### config.mk
export PLATFORM = sky130hd
export DESIGN_NAME = wtc_flush_cnt
export DESIGN_NICKNAME = d
export VERILOG_FILES = /design/src/wtc_pkg.sv /design/src/wtc_flush_cnt.sv
export SDC_FILE = /design/constraint.sdc
export NUM_CORES = 1
export LEC_CHECK = 0
export BUFFER_PORTS_ARGS = -buffer_cell sky130_fd_sc_hd__clkbuf_2
export CORE_AREA = 2 2 39 41
export CTS_BUF_LIST = sky130_fd_sc_hd__clkbuf_2 sky130_fd_sc_hd__clkbuf_4 sky130_fd_sc_hd__clkbuf_8
export CTS_CLUSTER_DIAMETER = 150
export DETAILED_ROUTE_END_ITERATION = 8
export DIE_AREA = 0 0 41 43
export PLACE_DENSITY_LB_ADDON = 0.12
export SLEW_MARGIN = 20
export SYNTH_ARGS = -nofsm -noshare
export SYNTH_HDL_FRONTEND = slang
export SYNTH_SLANG_ARGS = --single-unit
### constraint.sdc
create_clock -name clk_i -period 1.9 [get_ports clk_i]
set_input_delay 0.38 -clock clk_i [delete_from_list [all_inputs] [get_ports clk_i]]
set_output_delay 0.38 -clock clk_i [all_outputs]
set_load 0.02 [all_outputs]
### src/wtc_pkg.sv
/*
 * cache geometry constants and the load, store and memory port structs
 */
`default_nettype none

package wtc_pkg;

  localparam int ADDR_W         = 16;
  localparam int WORD_W         = 32;
  localparam int BE_W           = WORD_W / 8;
  localparam int WORDS_PER_LINE = 4;
  localparam int LINE_W         = WORDS_PER_LINE * WORD_W;
  localparam int NUM_SETS       = 16;
  localparam int IDX_W          = $clog2(NUM_SETS);
  localparam int OFF_W          = $clog2(WORDS_PER_LINE);
  // address split from the top down into tag, index, word offset and 2 byte bits
  localparam int TAG_W          = ADDR_W - IDX_W - OFF_W - 2;

  typedef struct packed {
    logic [ADDR_W-1:0] addr;
  } ld_req_t;

  typedef struct packed {
    logic [WORD_W-1:0] data;
  } ld_resp_t;

  typedef struct packed {
    logic [ADDR_W-1:0] addr;
    logic [WORD_W-1:0] data;
    logic [BE_W-1:0]   be;
  } st_req_t;

  // reads are always full line reads at the line address
  typedef struct packed {
    logic              we;
    logic [ADDR_W-1:0] addr;
    logic [WORD_W-1:0] wdata;
    logic [BE_W-1:0]   be;
  } mem_req_t;

  typedef struct packed {
    logic [WORDS_PER_LINE-1:0][WORD_W-1:0] data;
  } mem_rtrn_t;

endpackage

`default_nettype wire

### src/wtc_flush_cnt.sv
/*
 * set index counter that walks the sets during a flush and flags the last one
 */
`timescale 1ns/1ps
`default_nettype none

module wtc_flush_cnt (
  input  logic                     clk_i,
  input  logic                     arst_n_i,
  input  logic                     cnt_start_i,
  input  logic                     cnt_step_i,
  output logic [wtc_pkg::IDX_W-1:0] cnt_idx_o,
  output logic                     cnt_last_o
);

  logic [wtc_pkg::IDX_W-1:0] idx_q;

  always_ff @(posedge clk_i or negedge arst_n_i) begin
    if (!arst_n_i) begin
      idx_q <= '0;
    end else if (cnt_start_i) begin
      idx_q <= '0;
    end else if (cnt_step_i) begin
      idx_q <= idx_q + 1'b1;
    end
  end

  assign cnt_idx_o  = idx_q;
  // high while sitting on the final set
  assign cnt_last_o = (idx_q == wtc_pkg::IDX_W'(wtc_pkg::NUM_SETS - 1));

endmodule

`default_nettype wire

**Word-level counts from Yosys, hierarchy flattened**

Cells that the tools add are included.

- Register bits after elaboration: 4
- Input port bits: 4
- Output and inout bits: 5
- Word-level logic and storage cells: 6

- Add/subtract/negate cells: 1
- Equal/unequal tests: 1
- Mux-type cells: 2
- Reduce and logical (&&, ||, !) cells: 1

Operators by type and width:

| cell | number |
|---|---|
| 2-to-1 mux 4 bit | 2 |
| adder 4 x 1 -> 4 bit, second input constant | 1 |
| == test 4 bit, second input constant | 1 |
| nonzero test 2 bit | 1 |

**Longest topological paths before layout**

Gate-level depths: netlist of the first run.

- Word-level depth: 3
- Depth in mapped cells: 3
- Mapped depth without buffers: 3

**Least setup slack after synthesis of the first run**

Ideal clock, no wire load.

- Path kind: reg2out
- Start point: reg idx_q, in the netlist cnt_idx_o[0]
- End point: out cnt_last_o
- Data arrival time: 0.955 ns
- Data required time: 1.520 ns
- Path slack: 0.565 ns
- Stages on the path, launching flop included: 3
- Buffers on the path: 0
- Cells stage by stage: dfrtp_1 > ha_1 > and3_1

- Word-level cells in the longest chain between the ends: 1

RTL lines:

| what | RTL line | text |
|---|---|---|
| start, declared | wtc_flush_cnt.sv:16 | `logic [wtc_pkg::IDX_W-1:0] idx_q;` |
| start signal, assigned | wtc_flush_cnt.sv:24 | `idx_q <= idx_q + 1'b1;` |
| == test 4 bit | wtc_flush_cnt.sv:30 | `assign cnt_last_o = (idx_q == wtc_pkg::IDX_W'(wtc_pkg::NUM_SETS - 1));` |
| end, declared | wtc_flush_cnt.sv:13 | `output logic cnt_last_o` |

Every way passes these cells.

**Final worst setup path of the first run**

Same ends and word-level chain as after synthesis.

==> results of run 1 <==
## layer usage
layer	track usage (%)	up-vias	wire, um	share of wire [%]
met2	9.69	8	195	41
met4	8.00	0	6	1.3
met3	3.66	2	58	12
met5	0	-	0	0
met1	7.79	75	215	45
li1	-	85	-	-
## cells by family after synthesis
group	synth area share, %
simple gates	18.9
xor+xnor	4.40
mux	12.6
compound gates	7.54
fa+ha+maj	6.29
flops	50.3
## power by group
group | internal, mW | leakage, nW | switching, mW | total, mW
Clock | 0.0707 | 0.0138 | 0.0352 | 0.106
Sequential | 0.0901 | 0.0544 | 0.00557 | 0.0956
Combinational | 0.0131 | 0.0865 | 0.0170 | 0.0301
## metrics by stage
step / util (%) / instances
2_1_floorplan: - / 17
3_3_place_gp: 18.7 / 41
3_5_place_dp: 18.7 / 41
4_1_cts: 21.1 / 45
5_1_grt: 21.1 / 45
6_report: 21.1 / 45
## placed cells by master (no fill, tap or decap)
| cell type | count |
|---|---|
| a21bo_2 | 1 |
| a21oi_1 | 1 |
| and3_1 | 1 |
| clkbuf_2 | 8 |
| clkbuf_4 | 3 |
| dfrtp_1 | 4 |
| dlygate4sd3_1 | 1 |
| ha_1 | 1 |
| mux2_4 | 1 |
| mux2i_1 | 1 |
| nand3b_1 | 1 |
| nand4_1 | 1 |
| nor2_1 | 3 |
| nor2b_1 | 1 |
| xnor2_1 | 1 |
## what timing repair did
item / CTS / global route
hold buffers: 1 / 0
hold endpoints to repair: 4 / 0
buffers inserted: 0 / 0
resized for setup: 0 / 0
## cells in the mapped netlist
cell type | number | area, sq um
a21oi_1 | 1 | 5.00
nor2_1 | 3 | 11.3
dfrtp_1 | 4 | 100
mux2_4 | 1 | 15.0
a21bo_2 | 1 | 10.0
and3_1 | 1 | 6.26
xnor2_1 | 1 | 8.76
nor2b_1 | 1 | 6.26
ha_1 | 1 | 12.5
mux2i_1 | 1 | 10.0
nand4_1 | 1 | 6.26
nand3b_1 | 1 | 7.51
## area by class of cell
class	count	area, sq um	area share [%]
clock buffers	3	22.5	7.73
multi-input cells	13	98.8	33.9
flip-flops and latches	4	100	34.3
well taps	16	20.0	6.87
repair buffers	9	50.0	17.2
## final timing paths
check                                to  slack (ps)  cells past startpoint
min in group asynchronous  cnt_idx_o[2]         490                      2
max in group asynchronous  cnt_idx_o[3]        1280                      2
min reg2reg                cnt_idx_o[2]         600                      2
max reg2reg                cnt_idx_o[2]         870                      3
max                          cnt_last_o         340                      3
min                        cnt_idx_o[2]         380                      2
==> results.py, run 1 <==
metrics = {
    "run_status": {
        "status": "completed",
    },
    "floorplan": {
        "initial_core_util_pct": 14.4,
        "die_y_um": 43,
        "pin_count": 9,
        "die_area_sq_um": 1760,
        "die_w_um": 41,
        "design.core.area_sq_um": 1380,
        "row_count": 14,
    },
    "final_layout": {
        "n_antenna_cell": 0,
        "finalNetCount": 36,
        "fillers": 156,
        "synthToLayoutAreaGrowth_pct": 46.5,
        "largest_register_ffs": 4,
        "drive_above_1_share_pct": 44.8,
        "final_area_sq_um": 292,
    },
    "clocking": {
        "cts.clk_slew.worst_paths_ps": 40,
        "cts_max_level": 1,
        "cts_tree": "yes",
        "cts_sinks": 4,
        "clockBufferDepth": 2,
        "clkLatencyLatePin_ps": 230,
        "numCtsBuffers": 3,
        "cts_root_buffer": "clkbuf_4",
    },
    "placement": {
        "dp_worst_setup_slack_ps": 585,
        "placed_area_sq_um": 259,
        "gp_congestion": 0.634,
        "portBuffers": 8,
    },
    "power_and_ir_drop": {
        "power_leakage_nw": 0.155,
        "ir_drop_v": 0.000208,
        "power.total_mw": 0.232,
        "power.density_nw_per_um2": 794,
    },
    "drt": {
        "vias": 170,
        "initialDrtViolationCount": 0,
        "wl_per_cell_um": 10.5,
        "wirelength_um": 474,
        "drt-pass1-iter-count": 1,
        "post-route-drc-count": 0,
        "drtAntennaViolNets": 0,
        "post_drt_via_cell_ratio": 3.78,
    },
    "grt": {
        "grt_pass1_wl_um": 814,
        "antenna_found_initial": 0,
        "grt_use_total_pct": 7.45,
        "overflow": 0,
        "grt_max_degree": 6,
        "grt_pass1_vias": 199,
    },
    "sta": {
        "fmax_mhz": 640,
        "finalHoldViolations": 0,
        "relSlewSlack_pct": 89.2,
        "fin_setup_tns_ps": 0,
        "rsz0062_at_grt": "no",
        "setup_slack_ps": 338,
        "setup_violations": 0,
        "period_minus_slack_ps": 1560,
        "period_share_pct": 82.2,
        "worst_pin_slew_ps": 161,
        "slew_viol_final": 0,
        "skew_ps": 2.54,
        "fin_hold_ws_ps": 379,
    },
    "setup_path": {
        "cp-end-kind": "primary output",
        "crit_family": "flip-flops",
        "crit_chain": "ha_1, and3_1, clkbuf_2",
        "cp-start-kind": "register",
        "worstReg2RegStart": "cnt_idx_o[0]",
        "critPathBufInv": 1,
        "critPathSlowestCell": "dfrtp_1",
        "crit_start": "cnt_idx_o[0]",
        "cp_data_arrival_time_ps": 1180,
        "path_max_fanout": 4,
        "cp_slowest_stage_delay_ps": 410,
        "cp.required_ps": 1520,
        "worstSetupPathType": "register to primary output",
    },
    "logic_synthesis": {
        "seq_area_frac_synth_pct": 50.3,
        "synth_area_per_cell_sq_um": 11.7,
        "synth-seq-cells": 4,
        "synth.distinct_cells": 12,
        "synth_area_sq_um": 199,
        "syn-instance-count": 17,
        "synth_warnings": 0,
        "synth_fp_nets": 22,
    },
    "job": {
        "max_cap_viol_count": 0,
    },
    "min_path": {
        "hold_start": "cnt_start_i",
        "min_path_type": "primary input to register",
    },
}
No activity file was read; power rests on OpenSTA's default activity.
==> inputs of run 2 (changes only) <==
==> constraint.sdc (replaced) <==
create_clock -name clk_i -period 1.3 [get_ports clk_i]
set_input_delay 0.26 -clock clk_i [delete_from_list [all_inputs] [get_ports clk_i]]
set_output_delay 0.26 -clock clk_i [all_outputs]
set_load 0.02 [all_outputs]
==> run 2 against run 1 <==
The flow now finishes with violations (negative setup slack); global-route usage decreased by 0.62 points; combinational power is 100% higher; clock skew rose by 1.2 ps; worst hold slack lost 120 ps; die area did not move; first-iteration DRC count increased by 5; wire length is 4.2% higher; non-clock buffer count increased by 3; clock-buffer cell count unchanged; register-to-register slack worse by 730 ps.
==> results.py, run 2 (same netlist as run 1, synthesis figures left out) <==
metrics = {
    "final_layout": {
        "multi_input_area_sq_um": 106,
        "stdcell_count": 48,
        "n_antenna_cell": 0,
        "drive_above_1_share_pct": 56.3,
        "utilization_pct": 24.0,
        "regArea_sq_um": 100,
        "fillers": 156,
        "finalNetCount": 39,
        "layout_common_cells": "7 x clkbuf_2, 4 x dfrtp_1, 3 x nor2_1, 3 x clkbuf_4, 3 x buf_4",
        "layout_commonest_cell": "clkbuf_2",
        "largest_register_ffs": 4,
        "synthToLayoutAreaGrowth_pct": 66.7,
    },
    "drt": {
        "drtAntennaViolNets": 0,
        "post_drt_via_cell_ratio": 3.85,
        "vias": 185,
        "wirelength_um": 494,
        "wl_per_cell_um": 10.3,
        "post-route-drc-count": 0,
        "initialDrtViolationCount": 5,
        "drt-pass1-iter-count": 2,
    },
    "power_and_ir_drop": {
        "ir_drop_v": 0.000445,
        "swShare_pct": 26.2,
        "combPwrFrac_pct": 17.1,
        "power.total_mw": 0.360,
        "p_switching_mw": 0.0944,
        "power_leakage_nw": 0.168,
        "clkPwrFrac_pct": 45.2,
        "intPower_mw": 0.265,
        "power.density_nw_per_um2": 1080,
        "seq_power_share_pct": 37.7,
    },
    "setup_path": {
        "critPathSlowestCell": "dfrtp_1",
        "cp-start-kind": "register",
        "cp_data_arrival_time_ps": 1090,
        "crit_start": "cnt_idx_o[1]",
        "crit_chain": "ha_2, and3_4, buf_8",
        "path_max_fanout": 3,
        "worstSetupPathType": "register to primary output",
        "cp-end-kind": "primary output",
        "cp_slowest_stage_delay_ps": 380,
        "worstReg2RegStart": "cnt_idx_o[1]",
        "cp.required_ps": 1040,
    },
    "run_status": {
        "violations": "negative setup slack",
        "status": "finished with violations",
    },
    "sta": {
        "setup_slack_ps": -49.9,
        "finalHoldViolations": 0,
        "skew_ps": 3.78,
        "slew_viol_final": 0,
        "period_minus_slack_ps": 1350,
        "relSlewSlack_pct": 91.3,
        "rsz0062_at_grt": "yes",
        "fmax_mhz": 741,
        "period_share_pct": 104,
        "setup_violations": 1,
        "worst_pin_slew_ps": 126,
    },
    "placement": {
        "portBuffers": 8,
        "post-place-cells": 42,
        "gp_congestion": 0.659,
    },
    "clocking": {
        "cts_root_buffer": "clkbuf_4",
        "cts_max_level": 1,
        "cts_sinks": 4,
        "clockBufferDepth": 2,
        "clkLatencyLatePin_ps": 240,
        "cts_tree": "yes",
        "cts.clk_slew.worst_paths_ps": 40,
        "numCtsBuffers": 3,
    },
    "grt": {
        "grt_pass1_wl_um": 738,
        "grt_max_degree": 6,
        "antenna_found_initial": 0,
        "overflow": 0,
        "met1_usage_pct": 8.36,
        "grt_use_met3_pct": 3.14,
        "grt_pass1_vias": 181,
        "grt_use_total_pct": 6.83,
        "met2_usage_pct": 8.44,
        "top_usage_layer": "met2",
    },
    "floorplan": {
        "die_y_um": 43,
        "design.core.area_sq_um": 1380,
        "die_area_sq_um": 1760,
        "row_count": 14,
        "initial_core_util_pct": 14.4,
        "pin_count": 9,
        "die_w_um": 41,
    },
    "job": {
        "max_cap_viol_count": 0,
    },
    "min_path": {
        "hold_start": "cnt_start_i",
        "min_path_type": "primary input to register",
    },
}
[run 2: critical path, delay by kind of cell (launching register included)]
kind	cells	cell delay [ps]
flops	1	380
fa+ha+maj	1	200
simple gates	1	150
buf+inv	1	120
[run 2: power by group through the flow]
stage          registers (mW)  logic [mW]  clock network (mW)
2_1_floorplan           0.148      0.0147                   0
3_3_place_gp            0.139      0.0494                   0
3_5_place_dp            0.139      0.0505                   0
4_1_cts                 0.135      0.0593               0.169
5_1_grt                 0.136      0.0672               0.177
6_report                0.136      0.0615               0.163
[run 2: final timing paths]
check                          endpoint  slack, ps  cells after the start
setup reg to reg           cnt_idx_o[3]        140                      4
hold reg to reg            cnt_idx_o[2]        610                      2
hold / removal             cnt_idx_o[2]        260                      2
setup / recovery             cnt_last_o        -50                      3
min in group asynchronous  cnt_idx_o[1]        360                      2
max in group asynchronous  cnt_idx_o[2]        800                      2
[run 2: repair_timing]
action / 4_1_cts / 5_1_grt
hold buffers: 1 / 0
buffers inserted: 1 / 1
endpoints found under the setup margin: 1 / 1
gates resized for setup: 4 / 1
pin swaps: 0 / 1
hold endpoints to repair: 4 / 0
[run 2: layout make-up]
class                      count  area share (%)
multi-input combinational     13            32.1
timing repair buffer          12            24.9
tap                           16            6.04
clock buffer                   3            6.79
sequential                     4            30.2
[run 2: routing by layer]
metal / part of all wire (%) / vias up
li1: - / 90
met1: 48 / 87
met2: 44 / 8
met3: 7.9 / 0
met4: 0 / 0
met5: 0 / -
[run 2: stage by stage]
step	hold WS, ps	setup TNS, ps	instance area, sq um	setup WS [ps]
2_1_floorplan	-35.6	0	199	84.6
3_3_place_gp	76.6	0	267	135
3_5_place_dp	75.4	0	267	130
4_1_cts	260	-60.4	323	-60.4
5_1_grt	271	-82.6	332	-73.9
6_report	255	-49.9	332	-49.9
==> inputs of run 3 (changes only) <==
--- a/config.mk
+++ b/config.mk
@@ -12,6 +12,7 @@
 export DETAILED_ROUTE_END_ITERATION = 8
 export DIE_AREA = 0 0 41 43
 export PLACE_DENSITY_LB_ADDON = 0.12
+export RECOVER_POWER = 50
 export SLEW_MARGIN = 20
 export SYNTH_ARGS = -nofsm -noshare
 export SYNTH_HDL_FRONTEND = slang
==> run 3 against run 2 <==
The flow still finishes with violations (negative setup slack); largest power group unchanged; critical path depth unchanged; utilization is 0.36 points lower; non-clock buffer count unchanged; flip-flop and latch count stayed put; register-to-register slack is essentially flat; final area decreased by 1.5%; worst hold slack barely moved; clock skew about the same.
==> results.py, run 3 (same netlist as run 1, synthesis figures left out) <==
metrics = {
    "drt": {
        "vias": 185,
        "wl_per_cell_um": 10.3,
        "post-route-drc-count": 0,
        "drtAntennaViolNets": 0,
        "drt-pass1-iter-count": 2,
        "post_drt_via_cell_ratio": 3.85,
        "initialDrtViolationCount": 5,
        "wirelength_um": 495,
    },
    "power_and_ir_drop": {
        "power.density_nw_per_um2": 1090,
        "power_leakage_nw": 0.161,
        "ir_drop_v": 0.000447,
    },
    "sta": {
        "rsz0062_at_grt": "yes",
        "finalHoldViolations": 0,
        "slew_viol_final": 0,
        "setup_slack_ps": -50.0,
        "setup_violations": 1,
        "period_minus_slack_ps": 1350,
        "skew_ps": 4.08,
        "worst_pin_slew_ps": 235,
        "relSlewSlack_pct": 84.3,
        "fmax_mhz": 741,
        "period_share_pct": 104,
    },
    "min_path": {
        "min_path_cells": 2,
        "min_path_type": "primary input to register",
        "hold_start": "cnt_start_i",
        "worstHoldEndpoint": "cnt_idx_o[2]",
    },
    "grt": {
        "grt_use_total_pct": 6.83,
        "grt_pass1_vias": 181,
        "overflow": 0,
        "grt_max_degree": 6,
        "antenna_found_initial": 0,
        "grt_pass1_wl_um": 738,
    },
    "floorplan": {
        "pin_count": 9,
        "die_y_um": 43,
        "die_w_um": 41,
        "row_count": 14,
        "design.core.area_sq_um": 1380,
        "initial_core_util_pct": 14.4,
        "die_area_sq_um": 1760,
    },
    "setup_path": {
        "worstReg2RegStart": "cnt_idx_o[1]",
        "cp_slowest_stage_delay_ps": 380,
        "r2r.worst_path.cells": 4,
        "worstSetupPathType": "register to primary output",
        "critPathSlowestCell": "dfrtp_1",
        "path_max_fanout": 3,
        "cp.required_ps": 1040,
        "crit_family": "flip-flops",
        "cp-end-kind": "primary output",
        "worstReg2RegEnd": "cnt_idx_o[3]",
        "critPathBufInv": 1,
        "cp-start-kind": "register",
        "cp_data_arrival_time_ps": 1090,
        "reg2reg_slack_ps": 140,
        "crit_chain": "ha_2, and3_4, buf_8",
    },
    "final_layout": {
        "layout_common_cells": "6 x clkbuf_2, 4 x dfrtp_1, 3 x nor2_1, 3 x clkbuf_4",
        "synthToLayoutAreaGrowth_pct": 64.2,
        "finalNetCount": 39,
        "layout_commonest_cell": "clkbuf_2",
        "utilization_pct": 23.6,
        "n_antenna_cell": 0,
        "final_area_sq_um": 327,
        "largest_register_ffs": 4,
        "drive_above_1_share_pct": 50.0,
        "fillers": 158,
    },
    "clocking": {
        "cts.clk_slew.worst_paths_ps": 40,
        "numCtsBuffers": 3,
        "cts_sinks": 4,
        "cts_tree": "yes",
        "clkLatencyLatePin_ps": 240,
        "cts_root_buffer": "clkbuf_4",
        "clockBufferDepth": 2,
        "cts_max_level": 1,
    },
    "placement": {
        "placed_area_sq_um": 267,
        "portBuffers": 8,
        "gp_congestion": 0.659,
    },
    "run_status": {
        "violations": "negative setup slack",
        "status": "finished with violations",
    },
    "job": {
        "max_cap_viol_count": 0,
    },
}
==> run 3: cell types whose count changed in the layout (fill, tap and decap cells not counted), sizes merged <==
cell    previous run  this run
clkbuf            10        11
buf                4         3
==> run 3: stage by stage <==
| step | power, mW | cells | setup WS [ps] | hold slack, ps | TNS, ps |
|---|---|---|---|---|---|
| 3_5_place_dp | 0.189 | 42 | 130 | 75.4 | 0 |
| 6_report | 0.356 | 48 | -50.0 | 256 | -50.0 |
| 5_1_grt | 0.377 | 48 | -73.9 | 271 | -82.6 |
| 3_3_place_gp | 0.188 | 42 | 135 | 76.6 | 0 |
| 4_1_cts | 0.363 | 47 | -60.4 | 260 | -60.4 |
| 2_1_floorplan | 0.162 | 17 | 84.6 | -35.6 | 0 |
==> run 3: area by class of cell <==
type / instances / area (sq um) / share of cell area, %
multi-input combinational: 13 / 106 / 32.6
sequential: 4 / 100 / 30.7
tap: 16 / 20.0 / 6.13
timing repair buffer: 12 / 77.6 / 23.8
clock buffer: 3 / 22.5 / 6.90
==> run 3: per-layer routing <==
layer / global-route usage (%) / wire length (um) / part of all wire, %
met4: 6.00 / 0 / 0
met5: 0 / 0 / 0
met2: 8.44 / 218 / 44
met1: 8.36 / 236 / 48
met3: 3.14 / 39 / 7.9
==> run 3: how the worst max path moves through the flow <==
stage | start | end | slack, ps | cells after the start
final | cnt_idx_o[1] | cnt_last_o | -50 | 3
after global routing | cnt_idx_o[1] | cnt_last_o | -70 | 3
after CTS | cnt_idx_o[0] | cnt_last_o | -60 | 3
after detailed placement | cnt_idx_o[1] | cnt_last_o | 130 | 3
after global placement | cnt_idx_o[1] | cnt_last_o | 140 | 3
after floorplan | cnt_idx_o[0] | cnt_last_o | 80 | 2
==> run 3: what timing repair did <==
item / CTS / global route
endpoints found under the setup margin: 1 / 1
endpoints found under the hold margin: 4 / 0
cloned: 0 / 0
hold buffers: 1 / 0
setup buffers: 1 / 1
pin swaps: 0 / 1
resized for setup: 4 / 1
==> run 3: where the power goes <==
part / switching, mW / total (mW) / internal (mW) / leakage (nW)
Sequential: 0.00403 / 0.135 / 0.131 / 0.0544
Combinational: 0.0316 / 0.0585 / 0.0269 / 0.0933
Clock: 0.0585 / 0.162 / 0.104 / 0.0138
Total: 0.0941 / 0.356 / 0.262 / 0.161
